===== src/logic/decodePkg.sv =====
//==========================================================================
// shared types and instruction-set constants for the decode stage
// word width and register count are fixed by the ISA, not tunable
// opcode lives in instr[15:11], branch condition in instr[12:11]
//==========================================================================

package decodePkg;

   // widths
   localparam int WORD_W    = 16;
   localparam int REG_AW    = 3;
   localparam int OPCODE_W  = 5;
   localparam int BRCOND_W  = 2;

   localparam int NUM_REGS  = 8;        // r0..r7

   typedef logic [WORD_W-1:0]   word_t;     // data, pc, imm, instr
   typedef logic [REG_AW-1:0]   regAddr_t;
   typedef logic [OPCODE_W-1:0] opcode_t;   // instr[15:11]
   typedef logic [BRCOND_W-1:0] brCond_t;   // instr[12:11]

   // link register, forced as first source for jal/jalr style ops
   localparam regAddr_t LINK_REG = regAddr_t'(7);

   // next sequential pc for link write data
   localparam word_t PC_STEP = word_t'(2);

   // opcode prefixes
   localparam logic [3:0] OP_LINK_PREFIX   = 4'b0011;  // 0011x
   localparam logic [2:0] OP_BRANCH_PREFIX = 3'b011;   // 011xx

   // branch conditions, tested on first source operand
   localparam brCond_t COND_EQZ = brCond_t'(0);  // rs == 0
   localparam brCond_t COND_NEZ = brCond_t'(1);  // rs != 0
   localparam brCond_t COND_LTZ = brCond_t'(2);  // rs < 0
   localparam brCond_t COND_GEZ = brCond_t'(3);  // rs >= 0

endpackage


===== src/logic/regFileIf.sv =====
//==========================================================================
// register file bus between decode control and storage
// ctrl side drives addresses and write controls, store side returns data
// no handshake, all signals are plain levels
//==========================================================================
`timescale 1ns/10ps

interface regFileIf (input logic clk);
   import decodePkg::*;

   regAddr_t readAddr1;   // rs, or link reg
   regAddr_t readAddr2;   // rt
   word_t    readData1;
   word_t    readData2;
   regAddr_t writeAddr;
   word_t    writeData;
   logic     writeEn;

   // decode side
   modport ctrl (
      output readAddr1, readAddr2, writeAddr, writeData, writeEn,
      input  readData1, readData2
   );

   // storage side, clk kept for its checks
   modport store (
      input  clk,
      input  readAddr1, readAddr2, writeAddr, writeData, writeEn,
      output readData1, readData2
   );

endinterface


===== src/logic/branchResolve.sv =====
//==========================================================================
// branch condition check and pc select, purely combinational
// condition is tested on the first source operand only
// halt suppresses pcSel, jFlag forces it for any branch-class instr
// target address is computed elsewhere, this only gives the select
//==========================================================================
`timescale 1ns/10ps

module branchResolve (
   input  decodePkg::word_t instr,
   input  decodePkg::word_t operand,   // rs read data
   input  logic             bFlag,     // branch strobe from control
   input  logic             jFlag,     // jump strobe
   input  logic             halt,
   output logic             pcSel      // 1 = take branch/jump target
);
   import decodePkg::*;

   brCond_t cond;
   logic    isBranch;
   logic    operandZero;
   logic    operandNeg;
   logic    condMet;

   assign cond = instr[12:11];

   // 011xx opcodes, or control says so
   assign isBranch = (instr[15:13] == OP_BRANCH_PREFIX) || bFlag;

   // flags off the operand
   assign operandZero = (operand == '0);      // plain zero test
   assign operandNeg  = operand[WORD_W-1];    // sign bit

   always_comb begin
      unique case (cond)
         COND_EQZ: condMet = operandZero;     // beqz
         COND_NEZ: condMet = !operandZero;    // bnez
         COND_LTZ: condMet = operandNeg;      // bltz
         COND_GEZ: condMet = !operandNeg;     // bgez
      endcase
   end

   // jump strobe overrides the condition, halt blocks any redirect
   assign pcSel = isBranch && !halt && (condMet || jFlag);

endmodule


===== src/logic/decodeCtrl.sv =====
//==========================================================================
// decode control, purely combinational
// pulls rs/rt out of the instruction, forces r7 as rs for 0011x ops
// picks register write data, link beats lbi beats writeback
// write address and enable pass straight through from later stages
// no immediate extension here, imm arrives already formed
//==========================================================================
`timescale 1ns/10ps

module decodeCtrl (
   input  decodePkg::word_t    instr,
   input  decodePkg::word_t    imm,           // load-immediate value
   input  decodePkg::word_t    pc,            // pc of this instr
   input  decodePkg::word_t    writeback,     // result from wb stage
   input  decodePkg::regAddr_t writeRegAddr,
   input  logic                lbi,
   input  logic                link,
   input  logic                en,            // write enable
   regFileIf.ctrl              rf
);
   import decodePkg::*;

   opcode_t opcode;
   logic    linkOp;     // opcode 0011x
   regAddr_t rsField;
   regAddr_t rtField;
   word_t   pcPlus2;
   word_t   immSel;

   // instruction fields
   assign opcode  = instr[15:11];
   assign rsField = instr[10:8];
   assign rtField = instr[7:5];

   // jal/jalr style ops read the link register as first source
   assign linkOp = (opcode[4:1] == OP_LINK_PREFIX);

   always_comb begin
      if (linkOp) begin
         rf.readAddr1 = LINK_REG;
      end else begin
         rf.readAddr1 = rsField;
      end
   end

   assign rf.readAddr2 = rtField;

   // return address for link writes, carry out dropped
   assign pcPlus2 = pc + PC_STEP;

   // lbi vs writeback first
   assign immSel = lbi ? imm : writeback;

   // link has top priority regardless of lbi
   always_comb begin
      if (link) begin
         rf.writeData = pcPlus2;
      end else begin
         rf.writeData = immSel;
      end
   end

   // write target and strobe from later stages
   assign rf.writeAddr = writeRegAddr;
   assign rf.writeEn   = en;   // low during a stall, regs hold

endmodule


===== src/logic/decodeStage.sv =====
//==========================================================================
// decode stage top level
// register file plus source/write-data control plus branch resolve
// reads and pcSel are combinational, writes land on the rising clk edge
// nothing at this level is registered, no handshakes
// after reset every register reads zero
//==========================================================================
`timescale 1ns/10ps

module decodeStage (
   input  logic                clk,
   input  logic                rstN,
   input  decodePkg::word_t    instr,          // from fetch
   input  decodePkg::word_t    imm,
   input  decodePkg::word_t    pc,             // from fetch
   input  decodePkg::word_t    writeback,
   input  decodePkg::regAddr_t writeRegAddr,   // from wb stage
   input  logic                lbi,
   input  logic                link,
   input  logic                en,
   input  logic                bFlag,
   input  logic                jFlag,
   input  logic                halt,
   output decodePkg::word_t    reg1Data,       // rs or r7
   output decodePkg::word_t    reg2Data,       // rt
   output logic                pcSel
);

   // internal register file bus
   regFileIf rfBus (.clk(clk));

   // field extraction and write-data mux
   decodeCtrl uCtrl (
      .instr        (instr),
      .imm          (imm),
      .pc           (pc),
      .writeback    (writeback),
      .writeRegAddr (writeRegAddr),
      .lbi          (lbi),
      .link         (link),
      .en           (en),
      .rf           (rfBus.ctrl)
   );

   // storage
   regFile uRegFile (
      .clk  (clk),
      .rstN (rstN),
      .rf   (rfBus.store)
   );

   // branch decision on first source operand
   branchResolve uBranch (
      .instr   (instr),
      .operand (rfBus.readData1),
      .bFlag   (bFlag),
      .jFlag   (jFlag),
      .halt    (halt),
      .pcSel   (pcSel)
   );

   // operands out to execute
   assign reg1Data = rfBus.readData1;
   assign reg2Data = rfBus.readData2;

endmodule


===== src/logic/regFile.sv =====
//==========================================================================
// eight 16-bit registers, two combinational reads, one clocked write
// all entries clear asynchronously while rstN is low
// a write in flight is forwarded to any read of the same address
// r0 is an ordinary register, not hardwired to zero
//==========================================================================
`timescale 1ns/10ps

module regFile (
   input  logic     clk,
   input  logic     rstN,
   regFileIf.store  rf
);
   import decodePkg::*;

   word_t regs [NUM_REGS];   // register array

   // write port
   always_ff @(posedge clk or negedge rstN) begin
      if (!rstN) begin
         regs <= '{default: '0};
      end else if (rf.writeEn) begin
         regs[rf.writeAddr] <= rf.writeData;
      end
   end

   // read port 1, with bypass
   always_comb begin
      rf.readData1 = regs[rf.readAddr1];
      if (rf.writeEn && (rf.writeAddr == rf.readAddr1)) begin
         rf.readData1 = rf.writeData;   // same-cycle write wins
      end
   end

   // read port 2, same bypass
   always_comb begin
      rf.readData2 = regs[rf.readAddr2];
      if (rf.writeEn && (rf.writeAddr == rf.readAddr2)) begin
         rf.readData2 = rf.writeData;
      end
   end

   // write address comes from later stages through decodeCtrl,
   // an X there would corrupt an unknown entry
   writeAddrKnown: assert property (
      @(posedge rf.clk) disable iff (!rstN)
      rf.writeEn |-> !$isunknown(rf.writeAddr)
   ) else $error("regFile write with unknown address %b", rf.writeAddr);

   // untouched entries hold across the edge
   for (genvar i = 0; i < NUM_REGS; i++) begin : gHold
      regHeld: assert property (
         @(posedge rf.clk) disable iff (!rstN)
         !(rf.writeEn && (rf.writeAddr == regAddr_t'(i))) |=> $stable(regs[i])
      ) else $error("regFile entry %0d changed without a write", i);
   end

endmodule


===== config.mk =====
export PLATFORM = sky130hd
export DESIGN_NAME = decodeStage
export DESIGN_NICKNAME = d
export VERILOG_FILES = /design/src/logic/decodePkg.sv /design/src/logic/regFileIf.sv /design/src/logic/branchResolve.sv /design/src/logic/decodeCtrl.sv /design/src/logic/decodeStage.sv /design/src/logic/regFile.sv
export SDC_FILE = /design/constraint.sdc
export NUM_CORES = 1
export LEC_CHECK = 0
export BUFFER_PORTS_ARGS = -buffer_cell sky130_fd_sc_hd__buf_2
export CAP_MARGIN = 20
export CORE_MARGIN = 3
export CORE_UTILIZATION = 58
export DETAILED_ROUTE_END_ITERATION = 10
export PLACE_DENSITY = 0.82
export SYNTH_ARGS = -nofsm -noshare
export SYNTH_HDL_FRONTEND = slang
export SYNTH_SLANG_ARGS = --single-unit

===== constraint.sdc =====
create_clock -name clk -period 4.9 [get_ports clk]
set_clock_uncertainty 0.05 [all_clocks]
set_input_delay 0.735 -clock clk [delete_from_list [all_inputs] [get_ports clk]]
set_output_delay 0.735 -clock clk [all_outputs]
set_load 0.05 [all_outputs]

==> results of run 1 <==
path summary, 6_finish.rpt:
check                                                end  slack, ns  cells after the start
setup reg to reg           uRegFile.regs[50]$_DFFE_PN0P_       4.08                      2
hold reg to reg            uRegFile.regs[91]$_DFFE_PN0P_       0.46                      2
max in group asynchronous  uRegFile.regs[80]$_DFFE_PN0P_       3.46                      2
hold / removal             uRegFile.regs[41]$_DFFE_PN0P_       0.41                      1
setup / recovery                                   pcSel       0.14                     13
min in group clk           uRegFile.regs[91]$_DFFE_PN0P_       0.46                      2
cell type report:
cell class	count	area, um2	share of cell area (%)
Multi-Input combinational cell	602	4320	45.9
Sequential cell	128	3200	34.0
Timing Repair Buffer	161	1060	11.2
Clock buffer	17	425	4.52
Tap cell	172	215	2.28
Clock inverter	15	163	1.73
Inverter	9	33.8	0.359
stage by stage:
| stage | util, % | setup WS [ns] | hold WS (ns) | power, W | cell area, um2 |
|---|---|---|---|---|---|
| final | 73.2 | 0.136 | 0.410 | 0.00387 | 9420 |
| after global routing | 73.2 | 0.0166 | 0.474 | 0.00405 | 9420 |
| after CTS | 72.8 | 0.0550 | 0.434 | 0.00385 | 9380 |
| after detailed placement | 68.3 | 0.0525 | 0.438 | 0.00259 | 8790 |
| after global placement | 68.0 | 0.0997 | 0.425 | 0.00254 | 8760 |
| after floorplan | - | 0.00481 | 0.389 | 0.00222 | 7850 |
power breakdown:
group | switching, W | internal (W)
combinational | 0.000686 | 0.000471
sequential | 0.000184 | 0.00127
clock | 0.000501 | 0.000753
kinds of logic after synthesis:
logic type               after synthesis  synth area share, %
AO/OA/AOI/OAI                        215                 15.5
XOR/XNOR                              17                 1.91
adder cells (fa/ha/maj)                1                0.160
buffers and inverters                 77                 4.23
flip-flops                           128                 41.1
multiplexers                         116                 22.8
AND/OR/NAND/NOR                      253                 14.4
cell usage in the layout (no fill, tap or decap), types with 9 or more instances in the layout:
master     instances
a21oi_1           15
buf_2            100
buf_4             52
clkbuf_16         17
dfrtp_1          128
inv_1              9
mux2_2            18
mux2i_1           41
mux4_2            47
nand2_1          173
nand3_1            9
nand4_1            9
nor2_1            21
o21ai_0          155
xnor2_1           11
metal layers:
metal	part of all wire, %	wire, um
met5	0	0
met4	6.3	1470
met3	9.4	2190
met2	48	11100
met1	36	8500
repair_timing:
item,4_1_cts,5_1_grt
hold endpoints to repair,0,0
setup endpoints to repair,0,1
resized for setup,0,4
worst max-delay path, stage by stage:
cell       delay (ns)
buf_2            0.11
nand4bb_1        0.24
buf_12           0.20
buf_4            0.16
and2_0           0.16
mux4_2           0.46
o21bai_1         0.17
mux2i_2          0.11
or4_1            0.54
nor4_4           0.30
mux2_1           0.39
a2111oi_4        0.20
buf_6            0.20
==> flow_summary.yaml, run 1 <==
clocking:
  clockBufferDepth: 2
  cts_tree: "built"
  postCtsSetupBuffers: 0
  path_clk_slew_ns: 0.06
  ctsHtreeMaxLevel: 4
  hold_buffers: 0
  clkSinkCount: 128
  clk-insertion-delay-late_ns: 0.42
  cts_buffers: 17
  clockRootBuffer: "clkbuf_16"
sta:
  fin_setup_tns_ns: 0
  min_period_ns: 4.76
  drv_slew: 0
  setup_viol_count_final: 0
  timing.fmax_mhz: 210
  worst_pin_slew_ns: 1.09
  min_period_over_period_pct: 97.2
  slew_headroom_pct: 26.9
  final-hold-violation-count: 0
  rsz0062_at_grt: "no"
setup_path:
  crit_type: "input pin to output pin"
  startpoint: "instr[15]"
  crit_required_ns: 4.12
  critPathCaptureType: "output pin"
  cp_max_fo: 16
  r2r-start: "uRegFile.regs[50]$_DFFE_PN0P_"
  cp_data_arrival_time_ns: 3.98
  critPathLaunchType: "input pin"
finish:
  nFillCells: 865
  antennaDiodeCount: 0
  largest_register_ff_count: 128
  drive_gt1_share_pct: 29.0
  max_flop_register: "uRegFile.regs"
  reg.largest.list: "uRegFile.regs: 128 flops"
  syn_to_final_growth_pct: 20.8
  nets: 995
  finalNonFillerCells: 1104
floorplan:
  core_area_um2: 12900
  core.rowCount: 41
  die_width_um: 122
  io_pins: 108
  die_h_um: 122
  start_util_pct: 60.6
  dieArea_um2: 14900
yosys:
  syn_inst: 807
  synth_edf_count: 0
  synth_fp_nets: 883
  synth_common_cells: "nand2_1 (173), o21ai_0 (155), dfrtp_1 (128)"
  yosys_most_used_dff: "dfrtp_1"
  seq_area_frac_synth_pct: 41.1
  synthTopCellsByArea: "dfrtp_1 (41%), mux4_2 (14%), o21ai_0 (9.9%), nand2_1 (8.3%), mux2i_1 (6.2%)"
  synthDominantCellAreaShare_pct: 41.1
  synth_top_cell_by_area: "dfrtp_1"
  syn-mean-instance-area_um2: 9.67
  yosysMostFrequentCell: "nand2_1"
  synthArstFlopShare_pct: 100
  synth.distinct_cells: 52
  yosys_warnings: 0
  ys_seq_elements: 128
  syn-cell-area_um2: 7800
route:
  firstDrtPassIters: 5
  wl_mm: 23.3
  wl_per_cell_um: 21.1
  vias_per_cell: 6.40
  ant_nets: 0
  vias: 7065
  dr.first_iter.drc_count: 804
  drcViolationCount: 0
global_routing:
  antenna_found_initial: 0
  grtUsageMet3_pct: 6.59
  met2_usage_pct: 52.3
  grt-ovfl-total: 0
  grt_start_max_net_pins: 76
  grt_pass1_wl_mm: 36.8
  top_usage_layer: "met2"
  use_met1_pct: 41.5
  grt_pass1_vias: 7119
  grt_use_total_pct: 33.0
power_and_ir_drop:
  p_per_area_nw_per_um2: 411
  total_leakage_power_nw: 4.31
  vdd_drop_max_mv: 0.303
place:
  placed_cells: 1070
  place_congestion: 0.830
  place.port_buffers: 102
  hpwl_mm: 15.7
run_status:
  outcome: "completed"
job:
  max_cap_viol_count: 0
min_path:
  holdCritPathClass: "input pin to asynchronous set/reset pin"
(Power assumes the default switching activity.)
==> run 2: changes to the inputs <==
Settings changed: BUFFER_PORTS_ARGS -buffer_cell sky130_fd_sc_hd__buf_2 to -buffer_cell sky130_fd_sc_hd__buf_4, RECOVER_POWER set to 50.
==> run 2 against run 1 <==
Net effect:
- the flow now finishes with violations (max-capacitance violations, max-slew violations)
- register-to-register slack barely moved
- sequential cell count unchanged
- sequential share of layout area is 0.54 points lower
- sequential power barely moved
==> flow_summary.yaml, run 2 (synthesis gave the netlist of run 1 again) <==
run_status:
  outcome: "finished with violations"
  violations: "max-capacitance violations, max-slew violations"
global_routing:
  grt_pass1_wl_mm: 37.5
  grt_use_total_pct: 32.9
  grt-ovfl-total: 0
  grt_start_max_net_pins: 54
  grt_pass1_vias: 7332
  antenna_found_initial: 0
job:
  max_cap_viol_count: 1
setup_path:
  crit_required_ns: 4.12
  crit_type: "input pin to output pin"
  critPathCaptureType: "output pin"
  cp_max_fo: 16
  critPathLaunchType: "input pin"
  cp_data_arrival_time_ns: 4.00
clocking:
  clockBufferDepth: 2
  cts_buffers: 17
  clockRootBuffer: "clkbuf_16"
  clkSinkCount: 128
  cts_tree: "built"
  clk-insertion-delay-late_ns: 0.43
  ctsHtreeMaxLevel: 4
  path_clk_slew_ns: 0.06
  hold_buffers: 0
sta:
  drv_slew: 54
  final-hold-violation-count: 0
  setup_viol_count_final: 0
  slew_headroom_pct: -90.2
  worst_pin_slew_ns: 2.85
  min_period_ns: 4.78
  min_period_over_period_pct: 97.6
  setup_slack_ns: 0.120
  timing.fmax_mhz: 209
finish:
  antennaDiodeCount: 0
  nets: 981
  reg.largest.list: "uRegFile.regs: 128 flops"
  nFillCells: 848
  max_flop_register: "uRegFile.regs"
  drive_gt1_share_pct: 27.5
  syn_to_final_growth_pct: 22.7
  layout_commonest_cell: "nand2_1"
  final_cell_mix: "nand2_1 (173), o21ai_0 (154), buf_4 (133), dfrtp_1 (128), mux4_2 (47)"
  stdcell_area_um2: 9570
  largest_register_ff_count: 128
place:
  place_congestion: 0.882
  place_area_um2: 8880
  place_ws_ns: -0.100
  place.port_buffers: 102
  hpwl_mm: 15.3
route:
  wl_mm: 23.7
  dr.first_iter.drc_count: 1051
  ant_nets: 0
  vias_per_cell: 6.56
  drcViolationCount: 0
  wl_per_cell_um: 21.7
  vias: 7151
  firstDrtPassIters: 7
floorplan:
  dieArea_um2: 14900
  die_h_um: 122
  core.rowCount: 41
  die_width_um: 122
  start_util_pct: 60.6
  core_area_um2: 12900
  io_pins: 108
power_and_ir_drop:
  vdd_drop_max_mv: 0.309
  switching_share_pct: 34.9
  p_clk_share_pct: 32.9
  total_leakage_power_nw: 4.30
  p_per_area_nw_per_um2: 415
  seqPwrFrac_pct: 36.7
  p_comb_share_pct: 30.4
  p_int_w: 0.00259
  switchingPower_w: 0.00139
min_path:
  holdCritPathClass: "flip-flop to flip-flop"
## run 2: cell count changes in the layout (fill, tap and decap cells not counted), sizes merged
cell	delta
buf	-21
bufinv	+1
clkbuf	+7
clkinv	-4
clkinvlp	+2
inv	+1
## run 2: worst paths after layout
kind	from	to	slack, ns	cells past startpoint
worst max-delay path	instr[15]	pcSel	0.12	12
max in group asynchronous	rstN	uRegFile.regs[14]$_DFFE_PN0P_	1.44	2
worst min-delay path	uRegFile.regs[79]$_DFFE_PN0P_	uRegFile.regs[79]$_DFFE_PN0P_	0.45	2
worst min register to register	uRegFile.regs[79]$_DFFE_PN0P_	uRegFile.regs[79]$_DFFE_PN0P_	0.45	2
worst max register to register	uRegFile.regs[103]$_DFFE_PN0P_	uRegFile.regs[103]$_DFFE_PN0P_	4.09	2
min in group asynchronous	rstN	uRegFile.regs[101]$_DFFE_PN0P_	1.17	1
## run 2: worst max-delay path, cell delays in order
cell and delay [ns]:
buf_4 0.11, nand4bb_4 0.27, buf_12 0.19, and2_0 0.16, mux4_2 0.44, o21ai_0 0.21
mux2i_2 0.12, or4b_4 0.55, nor4_4 0.40, mux2_4 0.35, a2111oi_4 0.22, buf_6 0.21
## run 2: what timing repair did
| item | 4_1_cts | 5_1_grt |
|---|---|---|
| endpoints found under the setup margin | 1 | 1 |
| endpoints found under the hold margin | 0 | 0 |
| pin swaps | 1 | 1 |
| resized for setup | 5 | 4 |
| buffers inserted | 0 | 1 |
## run 2: area by class of cell
type,instances,area [um2],share of cell area (%)
multi-input combinational,602,4340,45.4
sequential,128,3200,33.5
tap,172,215,2.25
clock inverter,15,185,1.93
timing repair buffer,147,1170,12.2
inverter,9,33.8,0.353
clock buffer,17,425,4.44
## run 2: metrics by stage
stage	TNS, ns	power (W)	util [%]	hold WS, ns	cells
floorplan	0	0.00222	-	0.389	807
global placement	0	0.00257	68.9	0.423	1054
detailed placement	-0.100	0.00264	68.9	0.438	1054
CTS	0	0.00395	73.8	0.318	1086
global route	-0.000553	0.00414	74.3	0.469	1090
finish	0	0.00398	74.3	0.452	1090
## run 2: power groups by stage
stage	clock network (W)	registers (W)	logic, W
after floorplan	0	0.00140	0.000819
after global placement	0	0.00143	0.00114
after detailed placement	0	0.00146	0.00118
after CTS	0.00131	0.00145	0.00120
after global routing	0.00136	0.00148	0.00130
final	0.00131	0.00146	0.00121
## run 2: per-layer routing
layer,share of wire [%],global-route usage [%]
met5,0,0
met3,10,5.99
met4,4.8,18.3
met2,48,52.3
met1,37,43.0
==> run 3: changes to the inputs <==
Settings changed: PLACE_DENSITY 0.82 to 0.8.
==> run 3 against run 2 <==
Net effect:
- the flow still finishes with violations (max-capacitance violations, max-slew violations)
- highest routed layer unchanged
- setup slack worse by 0.017 ns
- register-to-register slack gained 0.02 ns
- wire length increased by 1.7%
- critical endpoint unchanged
==> flow_summary.yaml, run 3 (synthesis gave the netlist of run 1 again) <==
run_status:
  outcome: "finished with violations"
  violations: "max-capacitance violations, max-slew violations"
global_routing:
  grt-ovfl-total: 0
  grt_pass1_vias: 7509
  antenna_found_initial: 0
  grt_use_total_pct: 34.0
  grt_pass1_wl_mm: 38.6
  grt_start_max_net_pins: 65
route:
  vias_per_cell: 6.55
  firstDrtPassIters: 5
  ant_nets: 0
  wl_per_cell_um: 21.9
  drcViolationCount: 0
  wl_mm: 24.1
  vias: 7181
  dr.first_iter.drc_count: 796
finish:
  max_flop_register: "uRegFile.regs"
  final_cell_mix: "nand2_1 (173), o21ai_0 (154), buf_4 (144), dfrtp_1 (128), mux4_2 (47)"
  reg.largest.list: "uRegFile.regs: 128 flops"
  syn_to_final_growth_pct: 24.1
  nets: 988
  stdcell_area_um2: 9680
  antennaDiodeCount: 0
  drive_gt1_share_pct: 28.0
  largest_register_ff_count: 128
  layout_commonest_cell: "nand2_1"
sta:
  slew_headroom_pct: -124
  timing.fmax_mhz: 208
  rsz0062_at_grt: "no"
  setup_slack_ns: 0.103
  hold_ws_ns: 0.455
  min_period_ns: 4.80
  min_period_over_period_pct: 97.9
  final-hold-violation-count: 0
  drv_slew: 65
  worst_pin_slew_ns: 3.36
  setup_viol_count_final: 0
power_and_ir_drop:
  vdd_drop_max_mv: 0.318
  p_per_area_nw_per_um2: 432
  total_leakage_power_nw: 4.37
clocking:
  clockBufferDepth: 2
  cts_buffers: 17
  ctsHtreeMaxLevel: 4
  hold_buffers: 0
  clk-insertion-delay-late_ns: 0.42
  cts_tree: "built"
  clockRootBuffer: "clkbuf_16"
  clkSinkCount: 128
  path_clk_slew_ns: 0.05
  postCtsSetupBuffers: 0
min_path:
  holdCritPathClass: "flip-flop to flip-flop"
  worst_hold_path.endpoint: "uRegFile.regs[102]$_DFFE_PN0P_"
  min_path_cells: 2
  hp-start: "uRegFile.regs[102]$_DFFE_PN0P_"
setup_path:
  reg2reg_depth: 2
  cp_data_arrival_time_ns: 4.01
  critPathCaptureType: "output pin"
  cp_max_fo: 4
  rrSetupSlack_ns: 4.11
  crit_type: "input pin to output pin"
  r2r_end: "uRegFile.regs[110]$_DFFE_PN0P_"
  critPathLaunchType: "input pin"
  r2r-start: "uRegFile.regs[110]$_DFFE_PN0P_"
  crit_required_ns: 4.12
place:
  place_ws_ns: -0.141
  place.port_buffers: 102
  place_congestion: 0.899
  place_area_um2: 8920
  hpwl_mm: 15.6
floorplan:
  die_width_um: 122
  die_h_um: 122
  dieArea_um2: 14900
  io_pins: 108
  start_util_pct: 60.6
  core_area_um2: 12900
  core.rowCount: 41
job:
  max_cap_viol_count: 1
==> run 3: worst max path at each step <==
| stage | start | end | slack, ns | cells after the start |
|---|---|---|---|---|
| 4_1_cts | instr[15] | pcSel | 0.002 | 12 |
| 5_1_grt | instr[15] | pcSel | 0.004 | 12 |
| 2_1_floorplan | lbi | pcSel | 0.005 | 10 |
| 3_5_place_dp | instr[15] | pcSel | -0.14 | 12 |
| 3_3_place_gp | instr[15] | pcSel | -0.06 | 12 |
| 6_report | instr[15] | pcSel | 0.10 | 12 |
==> run 3: through the flow <==
stage | util [%] | TNS [ns] | total power, W | cells
final | 75.2 | 0 | 0.00418 | 1097
after global routing | 75.2 | 0 | 0.00434 | 1097
after CTS | 74.9 | 0 | 0.00417 | 1095
after detailed placement | 69.3 | -0.141 | 0.00264 | 1063
after global placement | 69.3 | -0.0637 | 0.00257 | 1063
after floorplan | - | 0 | 0.00222 | 807
==> run 3: per-layer routing <==
layer	up-vias	global-route usage (%)	wire length, um
met4	0	18.5	972
met1	3488	42.8	8840
met5	-	0	0
met2	468	55.6	12000
li1	3127	-	-
met3	98	6.87	2280
==> run 3: area by class of cell <==
cell class / instances / area [um2]
timing repair buffer: 154 / 1180
multi-input combinational: 602 / 4340
clock inverter: 13 / 256
fill: 851 / 3200
clock buffer: 19 / 453
tap: 172 / 215
inverter: 9 / 33.8
sequential: 128 / 3200
==> run 3: report_power, final <==
group	internal, W	total, W	switching, W
clock	0.00103	0.00151	0.000480
sequential	0.00127	0.00146	0.000183
combinational	0.000509	0.00121	0.000702
total	0.00282	0.00418	0.00136
==> run 3: worst max-delay path, cell delays in order <==
cell,delay [ns]
buf_4,0.12
nand4bb_4,0.27
buf_4,0.19
and2_0,0.14
mux4_2,0.44
o21ai_1,0.20
mux2i_2,0.14
or4_1,0.61
nor4_4,0.34
mux2_1,0.39
a2111oi_4,0.21
buf_6,0.20
==> run 3: what timing repair did <==
item                                   4_1_cts  5_1_grt
resized for setup                            4        3
endpoints found under the hold margin        0        0
setup endpoints to repair                    1        1
